==> src/rtl/cpuCtrlPkg.sv <==
package cpuCtrlPkg;

    localparam int StepWidth  = 3;
    localparam int AluOpWidth = 3;

    // One instruction walks T0..T5 then goes back to Idle
    typedef enum logic [StepWidth-1:0] {
        Idle = 3'd0,
        T0   = 3'd1,  // PC to MAR, Z gets PC + 1
        T1   = 3'd2,  // Z to PC, memory to MDR
        T2   = 3'd3,  // MDR to IR
        T3   = 3'd4,  // Rb to Y
        T4   = 3'd5,  // Second operand through the ALU into Z
        T5   = 3'd6   // Z to Ra
    } step_e;

    typedef enum logic [AluOpWidth-1:0] {
        AluAdd = 3'd0,
        AluSub = 3'd1,
        AluAnd = 3'd2,
        AluOr  = 3'd3,
        AluShl = 3'd4,
        AluShr = 3'd5,
        AluInc = 3'd6   // Bus + 1, Y ignored
    } aluOp_e;

endpackage

==> src/rtl/cpuIsaPkg.sv <==
package cpuIsaPkg;

    localparam int DataWidth     = 32;
    localparam int RegIndexWidth = 4;  // Sixteen registers
    localparam int OpcodeWidth   = 5;

    // Field widths left over once opcode and register fields are placed
    localparam int ImmWidth   = DataWidth - OpcodeWidth - 2 * RegIndexWidth;
    localparam int SpareWidth = DataWidth - OpcodeWidth - 3 * RegIndexWidth;

    typedef enum logic [OpcodeWidth-1:0] {
        OpAdd  = 5'd0,
        OpSub  = 5'd1,
        OpAnd  = 5'd2,
        OpOr   = 5'd3,
        OpShl  = 5'd4,
        OpShr  = 5'd5,
        OpAddi = 5'd8,
        OpAndi = 5'd9,
        OpOri  = 5'd10
    } opcode_e;

    // Same word seen as register-register or register-immediate
    typedef union packed {
        struct packed {
            opcode_e                  opcode;  // Bits 31..27
            logic [RegIndexWidth-1:0] ra;      // Destination
            logic [RegIndexWidth-1:0] rb;      // First source
            logic [RegIndexWidth-1:0] rc;      // Second source
            logic [SpareWidth-1:0]    spare;
        } rFormat;
        struct packed {
            opcode_e                  opcode;
            logic [RegIndexWidth-1:0] ra;
            logic [RegIndexWidth-1:0] rb;
            logic signed [ImmWidth-1:0] imm;   // Sign-extended on the bus
        } iFormat;
    } instr_u;

    // Immediate group takes its second operand from the IR
    function automatic logic isImmOp(opcode_e op);
        return op inside {OpAddi, OpAndi, OpOri};
    endfunction

endpackage

==> src/rtl/aluUnit.sv <==
`timescale 1ns/1ps

module aluUnit (
    input  cpuCtrlPkg::aluOp_e                op,
    input  logic [cpuIsaPkg::DataWidth-1:0]   yValue,
    input  logic [cpuIsaPkg::DataWidth-1:0]   busValue,
    output logic [cpuIsaPkg::DataWidth-1:0]   zValue
);

    localparam int Width      = cpuIsaPkg::DataWidth;
    localparam int ShiftWidth = $clog2(Width);

    logic [ShiftWidth-1:0] shiftAmount;

    // Only the low bits of the bus count as a shift distance
    assign shiftAmount = busValue[ShiftWidth-1:0];

    always_comb begin
        case (op)
            cpuCtrlPkg::AluAdd: begin
                zValue = yValue + busValue;
            end
            cpuCtrlPkg::AluSub: begin
                zValue = yValue - busValue;  // Y minus bus
            end
            cpuCtrlPkg::AluAnd: begin
                zValue = yValue & busValue;
            end
            cpuCtrlPkg::AluOr: begin
                zValue = yValue | busValue;
            end
            cpuCtrlPkg::AluShl: begin
                zValue = yValue << shiftAmount;
            end
            cpuCtrlPkg::AluShr: begin
                zValue = yValue >> shiftAmount;  // Logical, zero fill
            end
            cpuCtrlPkg::AluInc: begin
                zValue = busValue + Width'(1);   // PC + 1 during fetch
            end
            default: begin
                zValue = '0;
            end
        endcase
    end

endmodule

==> src/rtl/busDatapath.sv <==
`timescale 1ns/1ps

module busDatapath #(
    parameter logic [cpuIsaPkg::DataWidth-1:0] ResetPc = '0
) (
    input  logic                                Clock,
    input  logic                                rst,
    input  logic                                pcOut,
    input  logic                                zLowOut,
    input  logic                                mdrOut,
    input  logic                                regOut,
    input  logic                                cOut,
    input  logic                                pcIn,
    input  logic                                marIn,
    input  logic                                mdrIn,
    input  logic                                irIn,
    input  logic                                yIn,
    input  logic                                zIn,
    input  logic                                regIn,
    input  logic                                incPc,
    input  logic                                memRead,
    input  logic                                selA,
    input  logic                                selB,
    input  logic                                selC,
    input  cpuCtrlPkg::aluOp_e                  aluOp,
    input  logic [cpuIsaPkg::DataWidth-1:0]     memData,
    output logic [cpuIsaPkg::DataWidth-1:0]     memAddr,
    output cpuIsaPkg::instr_u                   irWord,
    output logic [cpuIsaPkg::DataWidth-1:0]     result
);

    localparam int Width    = cpuIsaPkg::DataWidth;
    localparam int ImmWidth = cpuIsaPkg::ImmWidth;

    logic [Width-1:0]   pc;
    logic [Width-1:0]   mar;
    logic [Width-1:0]   mdr;
    logic [Width-1:0]   y;
    logic [Width-1:0]   z;
    cpuIsaPkg::instr_u  ir;

    logic [Width-1:0]   busValue;
    logic [Width-1:0]   regBusOut;  // Already gated by regOut
    logic [Width-1:0]   immExt;
    logic [Width-1:0]   aluResult;
    cpuCtrlPkg::aluOp_e aluSel;

    assign immExt = {{(Width - ImmWidth){ir.iFormat.imm[ImmWidth-1]}}, ir.iFormat.imm};

    // One-hot AND-OR bus, reads zero when nobody drives
    assign busValue = ({Width{pcOut}}   & pc)
                    | ({Width{zLowOut}} & z)
                    | ({Width{mdrOut}}  & mdr)
                    | ({Width{cOut}}    & immExt)
                    | regBusOut;

    // Fetch increment overrides the decoded operation
    always_comb begin
        if (incPc) begin
            aluSel = cpuCtrlPkg::AluInc;
        end else begin
            aluSel = aluOp;
        end
    end

    always_ff @(posedge Clock) begin
        if (rst) begin
            pc  <= ResetPc;
            mar <= '0;
            z   <= '0;
        end else begin
            if (pcIn)  pc  <= busValue;
            if (marIn) mar <= busValue;
            if (zIn)   z   <= aluResult;
        end
    end

    always_ff @(posedge Clock) begin
        if (memRead && mdrIn) mdr <= memData;  // Memory answers in the same cycle
        if (irIn)             ir  <= busValue;
        if (yIn)              y   <= busValue;
    end

    registerFile registerFile_i (
        .Clock  (Clock),
        .rst    (rst),
        .regIn  (regIn),
        .regOut (regOut),
        .selA   (selA),
        .selB   (selB),
        .selC   (selC),
        .irWord (ir),
        .busIn  (busValue),
        .busOut (regBusOut)
    );

    aluUnit aluUnit_i (
        .op       (aluSel),
        .yValue   (y),
        .busValue (busValue),
        .zValue   (aluResult)
    );

    assign memAddr = mar;
    assign irWord  = ir;
    assign result  = z;

endmodule

==> src/rtl/microSequencer.sv <==
`timescale 1ns/1ps

module microSequencer (
    input  logic                Clock,
    input  logic                rst,
    input  logic                start,
    input  cpuIsaPkg::instr_u   irWord,
    output logic                pcOut,
    output logic                zLowOut,
    output logic                mdrOut,
    output logic                regOut,
    output logic                cOut,
    output logic                pcIn,
    output logic                marIn,
    output logic                mdrIn,
    output logic                irIn,
    output logic                yIn,
    output logic                zIn,
    output logic                regIn,
    output logic                incPc,
    output logic                memRead,
    output logic                selA,
    output logic                selB,
    output logic                selC,
    output logic                done,
    output cpuCtrlPkg::aluOp_e  aluOp
);

    cpuCtrlPkg::step_e step;
    cpuCtrlPkg::step_e stepNext;
    logic              immOp;

    // Immediate forms reuse the register ALU operations
    function automatic cpuCtrlPkg::aluOp_e opToAlu(cpuIsaPkg::opcode_e op);
        case (op)
            cpuIsaPkg::OpAdd, cpuIsaPkg::OpAddi: return cpuCtrlPkg::AluAdd;
            cpuIsaPkg::OpSub:                    return cpuCtrlPkg::AluSub;
            cpuIsaPkg::OpAnd, cpuIsaPkg::OpAndi: return cpuCtrlPkg::AluAnd;
            cpuIsaPkg::OpOr, cpuIsaPkg::OpOri:   return cpuCtrlPkg::AluOr;
            cpuIsaPkg::OpShl:                    return cpuCtrlPkg::AluShl;
            cpuIsaPkg::OpShr:                    return cpuCtrlPkg::AluShr;
            default:                             return cpuCtrlPkg::AluAdd;
        endcase
    endfunction

    always_ff @(posedge Clock) begin
        if (rst) begin
            step <= cpuCtrlPkg::Idle;
        end else begin
            step <= stepNext;
        end
    end

    // Start only counts while Idle
    always_comb begin
        case (step)
            cpuCtrlPkg::Idle: stepNext = start ? cpuCtrlPkg::T0 : cpuCtrlPkg::Idle;
            cpuCtrlPkg::T0:   stepNext = cpuCtrlPkg::T1;
            cpuCtrlPkg::T1:   stepNext = cpuCtrlPkg::T2;
            cpuCtrlPkg::T2:   stepNext = cpuCtrlPkg::T3;
            cpuCtrlPkg::T3:   stepNext = cpuCtrlPkg::T4;
            cpuCtrlPkg::T4:   stepNext = cpuCtrlPkg::T5;
            default:          stepNext = cpuCtrlPkg::Idle;  // T5 wraps
        endcase
    end

    assign immOp = cpuIsaPkg::isImmOp(irWord.iFormat.opcode);

    // Strobes follow the step register directly
    always_comb begin
        pcOut   = 1'b0;
        zLowOut = 1'b0;
        mdrOut  = 1'b0;
        regOut  = 1'b0;
        cOut    = 1'b0;
        pcIn    = 1'b0;
        marIn   = 1'b0;
        mdrIn   = 1'b0;
        irIn    = 1'b0;
        yIn     = 1'b0;
        zIn     = 1'b0;
        regIn   = 1'b0;
        incPc   = 1'b0;
        memRead = 1'b0;
        selA    = 1'b0;
        selB    = 1'b0;
        selC    = 1'b0;
        done    = 1'b0;
        aluOp   = cpuCtrlPkg::AluAdd;
        case (step)
            cpuCtrlPkg::T0: begin
                pcOut = 1'b1;
                marIn = 1'b1;
                incPc = 1'b1;  // Datapath forces AluInc
                zIn   = 1'b1;
            end
            cpuCtrlPkg::T1: begin
                zLowOut = 1'b1;
                pcIn    = 1'b1;
                memRead = 1'b1;
                mdrIn   = 1'b1;
            end
            cpuCtrlPkg::T2: begin
                mdrOut = 1'b1;
                irIn   = 1'b1;
            end
            cpuCtrlPkg::T3: begin
                selB   = 1'b1;
                regOut = 1'b1;
                yIn    = 1'b1;
            end
            cpuCtrlPkg::T4: begin
                if (immOp) begin
                    cOut = 1'b1;
                end else begin
                    selC   = 1'b1;
                    regOut = 1'b1;
                end
                aluOp = opToAlu(irWord.iFormat.opcode);
                zIn   = 1'b1;
            end
            cpuCtrlPkg::T5: begin
                zLowOut = 1'b1;
                selA    = 1'b1;
                regIn   = 1'b1;
                done    = 1'b1;
            end
            default: begin
            end
        endcase
    end

endmodule

==> src/rtl/registerFile.sv <==
`timescale 1ns/1ps

module registerFile (
    input  logic                              Clock,
    input  logic                              rst,
    input  logic                              regIn,
    input  logic                              regOut,
    input  logic                              selA,
    input  logic                              selB,
    input  logic                              selC,
    input  cpuIsaPkg::instr_u                 irWord,
    input  logic [cpuIsaPkg::DataWidth-1:0]   busIn,
    output logic [cpuIsaPkg::DataWidth-1:0]   busOut
);

    localparam int Width      = cpuIsaPkg::DataWidth;
    localparam int IndexWidth = cpuIsaPkg::RegIndexWidth;
    localparam int NumRegs    = 1 << IndexWidth;

    // R0 has no storage
    logic [Width-1:0]      regs [1:NumRegs-1];
    logic [IndexWidth-1:0] regIndex;
    logic [Width-1:0]      readValue;

    // Select and encode, at most one select is high per step
    always_comb begin
        if (selA) begin
            regIndex = irWord.rFormat.ra;
        end else if (selB) begin
            regIndex = irWord.rFormat.rb;
        end else if (selC) begin
            regIndex = irWord.rFormat.rc;
        end else begin
            regIndex = '0;
        end
    end

    always_ff @(posedge Clock) begin
        if (rst) begin
            for (int i = 1; i < NumRegs; i++) begin
                regs[i] <= '0;
            end
        end else if (regIn && regIndex != '0) begin
            regs[regIndex] <= busIn;  // Writes to R0 are dropped
        end
    end

    always_comb begin
        if (regIndex == '0) begin
            readValue = '0;
        end else begin
            readValue = regs[regIndex];
        end
    end

    assign busOut = regOut ? readValue : '0;

endmodule

==> src/rtl/singleBusCpu.sv <==
`timescale 1ns/1ps

module singleBusCpu #(
    parameter logic [cpuIsaPkg::DataWidth-1:0] ResetPc = '0
) (
    input  logic                              Clock,
    input  logic                              rst,
    input  logic                              start,
    input  logic [cpuIsaPkg::DataWidth-1:0]   memData,
    output logic [cpuIsaPkg::DataWidth-1:0]   memAddr,
    output logic                              memRead,
    output logic                              done,
    output logic [cpuIsaPkg::DataWidth-1:0]   result
);

    logic pcOut, zLowOut, mdrOut, regOut, cOut;        // Bus sources
    logic pcIn, marIn, mdrIn, irIn, yIn, zIn, regIn;   // Register loads
    logic incPc, selA, selB, selC;
    cpuCtrlPkg::aluOp_e aluOp;
    cpuIsaPkg::instr_u  irWord;

    microSequencer microSequencer_i (
        .Clock   (Clock),   .rst     (rst),     .start   (start),
        .irWord  (irWord),
        .pcOut   (pcOut),   .zLowOut (zLowOut), .mdrOut  (mdrOut),
        .regOut  (regOut),  .cOut    (cOut),
        .pcIn    (pcIn),    .marIn   (marIn),   .mdrIn   (mdrIn),
        .irIn    (irIn),    .yIn     (yIn),     .zIn     (zIn),
        .regIn   (regIn),   .incPc   (incPc),   .memRead (memRead),
        .selA    (selA),    .selB    (selB),    .selC    (selC),
        .done    (done),    .aluOp   (aluOp)
    );

    busDatapath #(
        .ResetPc (ResetPc)
    ) busDatapath_i (
        .Clock   (Clock),   .rst     (rst),
        .pcOut   (pcOut),   .zLowOut (zLowOut), .mdrOut  (mdrOut),
        .regOut  (regOut),  .cOut    (cOut),
        .pcIn    (pcIn),    .marIn   (marIn),   .mdrIn   (mdrIn),
        .irIn    (irIn),    .yIn     (yIn),     .zIn     (zIn),
        .regIn   (regIn),   .incPc   (incPc),   .memRead (memRead),
        .selA    (selA),    .selB    (selB),    .selC    (selC),
        .aluOp   (aluOp),   .memData (memData), .memAddr (memAddr),
        .irWord  (irWord),  .result  (result)
    );

endmodule

==> config.mk <==
export PLATFORM = sky130hd
export DESIGN_NAME = singleBusCpu
export DESIGN_NICKNAME = d
export VERILOG_FILES = /design/src/rtl/cpuCtrlPkg.sv /design/src/rtl/cpuIsaPkg.sv /design/src/rtl/aluUnit.sv /design/src/rtl/busDatapath.sv /design/src/rtl/microSequencer.sv /design/src/rtl/registerFile.sv /design/src/rtl/singleBusCpu.sv
export SDC_FILE = /design/constraint.sdc
export NUM_CORES = 2
export LEC_CHECK = 0
export ABC_CLOCK_PERIOD_IN_PS = 5650
export BUFFER_PORTS_ARGS = -buffer_cell sky130_fd_sc_hd__buf_4
export CORE_ASPECT_RATIO = 1.75
export CORE_MARGIN = 8
export CORE_UTILIZATION = 37
export CTS_BUF_LIST = sky130_fd_sc_hd__clkbuf_4
export DETAILED_ROUTE_END_ITERATION = 7
export GPL_TIMING_DRIVEN = 1
export HOLD_SLACK_MARGIN = 0.08
export PLACE_DENSITY_LB_ADDON = 0.25
export SLEW_MARGIN = 20
export SYNTH_ARGS = -nofsm -noshare
export SYNTH_HDL_FRONTEND = slang
export SYNTH_SLANG_ARGS = --single-unit
==> constraint.sdc <==
create_clock -name Clock -period 5.65 [get_ports Clock]
set_input_delay 0.565 -clock Clock [delete_from_list [all_inputs] [get_ports Clock]]
set_output_delay 0.565 -clock Clock [all_outputs]
set_load 0.01 [all_outputs]
After elaboration in Yosys (flattened, before gate mapping)
Memory sizes are Yosys's and may differ from the RTL's. A register that Yosys moved wholly into a read port is not among the register bits.
Index checks and enable logic that the tools add are counted.
{"block": "totals", "reg_bits": 195, "ramBits": 480, "mem_bits_ro": 48, "input_bits": 35, "out_inout_bits": 66, "word_cells": 80, "mem_count": 2}
{"memory": "busDatapath_i.registerFile_i.regs", "words": 15, "word_bits": 32, "rd": 1, "rd_clocked_by_memory_dff": 0, "write_ports": 15, "line": "registerFile.sv:21", "source": "logic [Width-1:0] regs [1:NumRegs-1];"}
{"memory": "(no name shown)", "words": 16, "word_bits": 3, "rd": 1, "rd_clocked_by_memory_dff": 1, "write_ports": 0, "line": "microSequencer.sv:35", "source": "case (op)"}
{"block": "classes", "n_addsub": 3, "n_eq_ne": 15, "shift": 2, "muxes": 32, "n_bitwise": 10, "reduce_logical": 9}
{"op": "32-bit one-hot mux with 7 select lines", "n": 1}
{"op": "32-bit bitwise AND", "n": 5}
{"op": "32-bit bitwise OR", "n": 5}
{"op": "32-bit 2-to-1 mux", "n": 3}
{"op": "32-bit by 1-bit adder with 32-bit output (second input constant)", "n": 1}
{"op": "32-bit adder", "n": 1}
{"op": "32-bit OR reduction", "n": 1}
{"op": "32-bit by 5-bit << shifter with 32-bit output", "n": 1}
{"op": "32-bit by 5-bit >> shifter with 32-bit output", "n": 1}
{"op": "32-bit subtractor", "n": 1}
{"op": "4-bit 2-to-1 mux", "n": 5}
{"op": "3-bit == test (second input constant)", "n": 6}
{"op": "1-bit 2-to-1 mux", "n": 18}
{"op": "3-bit one-hot mux with 6 select lines", "n": 1}
{"op": "5-bit by 4-bit == test with 1-bit output (second input constant)", "n": 3}
{"op": "3-bit by 2-bit == test with 1-bit output (second input constant)", "n": 4}
{"op": "3-bit 2-to-1 mux", "n": 3}
{"op": "3-bit by 1-bit == test with 1-bit output (second input constant)", "n": 2}
{"op": "3-bit zero test", "n": 2}
{"op": "4-bit zero test", "n": 1}
{"op": "4-bit nonzero test", "n": 1}
{"op": "2-bit OR reduction", "n": 2}
{"op": "3-bit nonzero test", "n": 1}
{"op": "1-bit one-hot mux with 2 select lines", "n": 1}
{"op": "1-bit logical AND", "n": 1}

Longest topological paths before layout
{"block": "depth", "ltp_word": 14, "ltp_mapped": 32, "mapped_depth_nobuf": 23}

By module
From an unflattened synthesis, not the netlist that was laid out.
{"block": "hier_totals", "hier_cells": 3275, "area_unflattened_um2": 37963.9}
{"module": "registerFile", "n_inst": 1, "cells_per_inst": 1477, "area_per_inst_um2": 22377.7, "seq_area_each_um2": 14443.9}
{"module": "aluUnit", "n_inst": 1, "cells_per_inst": 1229, "area_per_inst_um2": 8309.2, "seq_area_each_um2": 0.0}
{"module": "busDatapath", "n_inst": 1, "cells_per_inst": 526, "area_per_inst_um2": 6890.4, "seq_area_each_um2": 4804.6}
{"module": "microSequencer", "n_inst": 1, "cells_per_inst": 43, "area_per_inst_um2": 386.6, "seq_area_each_um2": 60.1}

Least setup slack after synthesis
OpenSTA, ideal clock, no wires.
{"block": "synth_path", "path_kind": "register to register", "startpoint": "register microSequencer_i.step[0]", "endpoint": "register busDatapath_i.z[21] (netlist: busDatapath_i.result[21])", "arrival_time_ns": 6.106, "slack_ns": -0.601, "stages_incl_launch_ff": 23, "n_path_buf": 3, "synth_period_minus_slack_ns": 6.251, "cell_sequence": "dfxtp_1 nand2b_1 nor2_1 nor2_1 a31oi_1 buf_1 buf_1 a221oi_2 buf_2 inv_1 ha_1 a21oi_1 nor2b_1 o21ai_0 nand2b_1 a21o_1 a21oi_1 a21oi_1 or2_2 nand2_1 mux2_1 a2111oi_0 a221oi_1"}
{"block": "synth_via", "elab_chain_len": 11, "word_cells_on_any_way": 49, "cone_classes": "3 x add/sub; 12 x eq/ne; 2 x shift; 17 x mux; 10 x bitwise; 4 x reduce/logical; 1 x memory"}
{"element": "start: declaration", "line": "microSequencer.sv:29", "source": "cpuCtrlPkg::step_e step;"}
{"element": "start signal: assignment", "line": "microSequencer.sv:48", "source": "step <= cpuCtrlPkg::Idle;"}
{"element": "start signal: assignment", "line": "microSequencer.sv:50", "source": "step <= stepNext;"}
{"element": "3-bit == test", "line": "microSequencer.sv:90", "source": "case (step)"}
{"element": "1-bit 2-to-1 mux", "line": "microSequencer.sv:90"}
{"element": "4-bit 2-to-1 mux", "line": "registerFile.sv:31", "source": "end else if (selC) begin"}
{"element": "4-bit 2-to-1 mux", "line": "registerFile.sv:29", "source": "end else if (selB) begin"}
{"element": "4-bit 2-to-1 mux", "line": "registerFile.sv:27", "source": "if (selA) begin"}
{"element": "memory read 15 x 32 bit or 4-bit zero test (tied branches)"}
{"element": "32-bit 2-to-1 mux", "line": "registerFile.sv:49", "source": "if (regIndex == '0) begin"}
{"element": "32-bit 2-to-1 mux", "line": "registerFile.sv:56", "source": "assign busOut = regOut ? readValue : '0;"}
{"element": "32-bit bitwise OR *", "line": "busDatapath.sv:55", "source": "| regBusOut;"}
{"element": "named net busDatapath_i.aluUnit_i.busValue, one bit", "line": "aluUnit.sv:6", "source": "input logic [cpuIsaPkg::DataWidth-1:0] busValue,"}
{"element": "32-bit by 1-bit adder with 32-bit output (tied with other cells)", "line": "aluUnit.sv:39", "source": "zValue = busValue + Width'(1);"}
{"element": "32-bit one-hot mux with 7 select lines *", "line": "aluUnit.sv:19", "source": "case (op)"}
{"element": "end signal: assignment", "line": "busDatapath.sv:74", "source": "if (zIn) z <= aluResult;"}
{"element": "end: declaration", "line": "busDatapath.sv:39", "source": "logic [Width-1:0] z;"}
Mark *: on every way through the listed nets, which the timed path passes. The rest lies on a longest branch.
A chain may end at the register's enable or synchronous reset.

Worst setup path in the final report
{"block": "layout_path", "startpoint": "register microSequencer_i.step[1]", "endpoint": "register busDatapath_i.z[28] (netlist: busDatapath_i.result[28])"}
{"block": "layout_via", "elab_chain_len": 11, "word_cells_on_any_way": 49, "cone_classes": "3 x add/sub; 12 x eq/ne; 2 x shift; 17 x mux; 10 x bitwise; 4 x reduce/logical; 1 x memory"}
{"element": "3-bit == test", "line": "microSequencer.sv:90"}
{"element": "1-bit 2-to-1 mux", "line": "microSequencer.sv:90"}
{"element": "4-bit 2-to-1 mux", "line": "registerFile.sv:31"}
{"element": "4-bit 2-to-1 mux", "line": "registerFile.sv:29"}
{"element": "4-bit 2-to-1 mux", "line": "registerFile.sv:27"}
{"element": "memory read 15 x 32 bit or 4-bit zero test (tied branches)"}
{"element": "32-bit 2-to-1 mux", "line": "registerFile.sv:49"}
{"element": "32-bit 2-to-1 mux", "line": "registerFile.sv:56"}
{"element": "32-bit bitwise OR", "line": "busDatapath.sv:55"}
{"element": "32-bit by 1-bit adder with 32-bit output (tied with other cells)", "line": "aluUnit.sv:39"}
{"element": "32-bit one-hot mux with 7 select lines", "line": "aluUnit.sv:19"}
Several ways; a longest one is shown, not always the timed one.

==> impl_metrics.csv <==
group,metric,value,unit
run_status,status,"completed",
critical_path,r2r_end,"busDatapath_i.result[28]",
route,firstDrtPassIters,5,
route,vias,37200,
critical_path,critPathKind,"reg -> reg",
timing,tightestPinTransition,1.18,ns
clocking,clock_path_buffers,3,
logic_synthesis,synthArstFlopShare,0,
floorplan,initial_core_util,0.371,
logic_synthesis,syn_inst,4121,
logic_synthesis,synth_seq_cells,705,
layout,drive_above_1_share,0.263,
clocking,cts_inserted_buffers,170,
critical_path,r2r_slack,0.05,ns
critical_path,path_buf_inv,10,
logic_synthesis,synth_cell_types,109,
route,drtAntennaViolNets,0,
power,powerDensity,252,mW/mm2
placement,dp_slack,-0.489,ns
route,wl_per_cell,30.8,um
grt,antenna_found_initial,14,
run,max_cap_viol_count,0,
clocking,cts_root_buf,"clkbuf_4",
critical_path,cp-end-kind,"flop",
critical_path,crit_path_start,"microSequencer_i.step[1]",
floorplan,die-area,0.118,mm2
clocking,clk_latency,1.11,ns
logic_synthesis,netlist_area,0.0396,mm2
timing,final_hold_viol_count,0,
timing,clock_skew,0.0932,ns
timing,final_max_slew_viol_count,0,
route,vias_per_cell,5.87,
critical_path,cp_top_family,"buffers and inverters",
grt,grt_use_total,0.321,
grt,grt-ovfl-total,0,
timing,period_share,0.990,
critical_path,slowest_delay,0.82,ns
power,power.leakage,19.7,nW
logic_synthesis,seq_area_frac_synth,0.508,
layout,utilization,0.472,
critical_path,start_kind,"flop",
critical_path,crit_end,"busDatapath_i.result[28]",
timing,worst_slack,0.0544,ns
grt,grt_max_degree,76,
timing,slew_headroom,0.216,
critical_path,crit_required,6.65,ns
critical_path,slowest_stage,"a222oi_1",
hold_path,hold_class,"in -> reg",
grt,first_global_vias,37300,
floorplan,core_region_area,0.107,mm2
layout,finalNetCount,4986,
critical_path,timing.critical_path.depth,19,
floorplan,row_count,159,
timing,rsz0062_at_grt,"yes",
placement,portBuffers,100,
clocking,htree_levels,4,
power,peakVddDrop,0.141,mV
placement,place_congestion,1.05,
logic_synthesis,synthFlopType,"edfxtp_1",
timing,setup_viol,0,
timing,max_freq,179,MHz
logic_synthesis,synth_warnings,0,
route,wirelength,195000,um
clocking,clkTransAtPathRegs,0.08,ns
floorplan,die_width,263,um
hold_path,hold_depth,2,
grt,grt_pass1_wl,272000,um
critical_path,r2r-start,"microSequencer_i.step[1]",
critical_path,cp_max_fo,18,
logic_synthesis,synth_edf_count,603,
clocking,cts_tree,"yes",
floorplan,pin_count,101,
critical_path,path_common_cell,"buf_4",
critical_path,arrival,6.59,ns
route,drcViolationCount,0,
critical_path,path_cells,"buf_4 -> buf_4 -> nand3b_1 -> buf_4 -> nor3_4 -> buf_4 -> a222oi_1 -> buf_4 -> inv_1 -> a31oi_4 -> inv_2 -> buf_4 -> buf_4 -> mux2i_1 -> mux2i_1 -> buf_4 -> nor3_1 -> a2111oi_4 -> a221oi_1",
logic_synthesis,avgSynthCellArea,9.62,um2
route,drt-initial-drc-count,3415,
floorplan,fp.dieH,449,um
layout,area_growth,27.2,%
placement,dp_hpwl,141000,um
critical_path,ff2ff_path_depth,19,
timing,min_period,5.60,ns
clocking,clock_sinks,705,
[layout make-up]
| cell class | count | area, um2 |
|---|---|---|
| clock buffer | 242 | 1820 |
| fill | 10300 | 56400 |
| inverter | 110 | 424 |
| multi-input combinational | 2999 | 18900 |
| clock inverter | 55 | 379 |
| sequential | 705 | 20200 |
| antenna | 13 | 32.5 |
| tap | 1368 | 1710 |
| timing repair buffer | 842 | 7010 |
[power by group]
group          total [mW]  internal [mW]  switching [mW]
registers            5.99           5.85           0.138
logic                2.27          0.846            1.42
clock network        4.46           2.21            2.25
[through the flow]
step	instance area, um2	power (mW)	hold WS (ns)	cells	TNS (ns)
3_5_place_dp	46900	8.21	0.490	5958	-1.62
6_report	50400	12.7	0.205	6334	0
3_3_place_gp	46900	8.21	0.485	5957	-1.61
4_1_cts	49700	12.7	0.0808	6303	-0.0157
5_1_grt	50400	13.1	0.0816	6326	-0.173
2_1_floorplan	40200	7.04	0.476	4147	0
[routing by layer]
metal  GRT usage  share of wire  up-vias
li1            -              -    16500
met1       0.323           0.33    18400
met2       0.571           0.51     1702
met3      0.0656          0.061      663
met4       0.258           0.10        6
met5           0        0.00022        -
[state kept, by name (all words and copies together) (netlist names), named ones only]
signal                             flops
busDatapath_i.mdr                     32
busDatapath_i.registerFile_i.regs    507
busDatapath_i.memAddr                 32
busDatapath_i.irWord                  32
busDatapath_i.pc                      32
busDatapath_i.result                  32
busDatapath_i.y                       32
microSequencer_i.step                  3
[logic make-up (layout without fill, tap and decap cells)]
| logic type | count (synthesis) | after routing | share of synthesized area |
|---|---|---|---|
| AND/OR/NAND/NOR | 1786 | 1787 | 0.193 |
| buffers and inverters | 444 | 1249 | 0.0458 |
| adder cells (fa/ha/maj) | 124 | 124 | 0.0391 |
| flip-flops | 705 | 705 | 0.508 |
| AO/OA/AOI/OAI | 822 | 822 | 0.153 |
| XOR/XNOR | 43 | 43 | 0.00988 |
| multiplexers | 196 | 196 | 0.0512 |
| other | 1 | 40 | 0.0000946 |
[repair_timing]
action,in CTS,in global routing
gates resized for setup,36,121
endpoints found under the setup margin,10,23
gates cloned,1,1
pin swaps,9,44
endpoints found under the hold margin,44,0
hold buffers,41,0
setup buffers,6,17
[cell usage after synthesis, drive strengths merged, types with 32 or more instances]
cell type / n / share of area
and2: 38 / 0.0060
nand2b: 32 / 0.0051
a21oi: 148 / 0.019
nor2: 720 / 0.068
ha: 123 / 0.039
mux2i: 179 / 0.045
dfxtp: 102 / 0.052
xnor2: 36 / 0.0083
nor3: 44 / 0.0058
clkbuf: 227 / 0.022
a31oi: 54 / 0.0087
a211oi: 93 / 0.018
a221oi: 38 / 0.011
o21ai: 126 / 0.016
nand3: 172 / 0.022
nand2: 610 / 0.058
a311oi: 80 / 0.018
inv: 108 / 0.010
buf: 107 / 0.014
edfxtp: 603 / 0.46
and3: 82 / 0.013
[placed cells by master, fill, tap and decap left out, types with 99 or more instances in the layout]
| master | instances |
|---|---|
| buf_4 | 746 |
| clkbuf_4 | 242 |
| edfxtp_1 | 603 |
| dfxtp_1 | 99 |
| nand3_1 | 167 |
| nand2_1 | 606 |
| a21oi_1 | 123 |
| ha_1 | 113 |
| nor2_1 | 711 |
| mux2i_1 | 173 |
[worst min path at each step]
| stage | start | endpoint | slack, ns |
|---|---|---|---|
| 4_1_cts | memData[8] | busDatapath_i.mdr[8] | 0.08 |
| 6_report | memData[5] | busDatapath_i.mdr[5] | 0.20 |
| 5_1_grt | memData[10] | busDatapath_i.mdr[10] | 0.08 |
| 2_1_floorplan | busDatapath_i.pc[1] | busDatapath_i.pc[1] | 0.48 |
| 3_5_place_dp | busDatapath_i.pc[23] | busDatapath_i.pc[23] | 0.49 |
| 3_3_place_gp | busDatapath_i.pc[10] | busDatapath_i.pc[10] | 0.48 |
No activity file was read; power rests on OpenSTA's default activity.
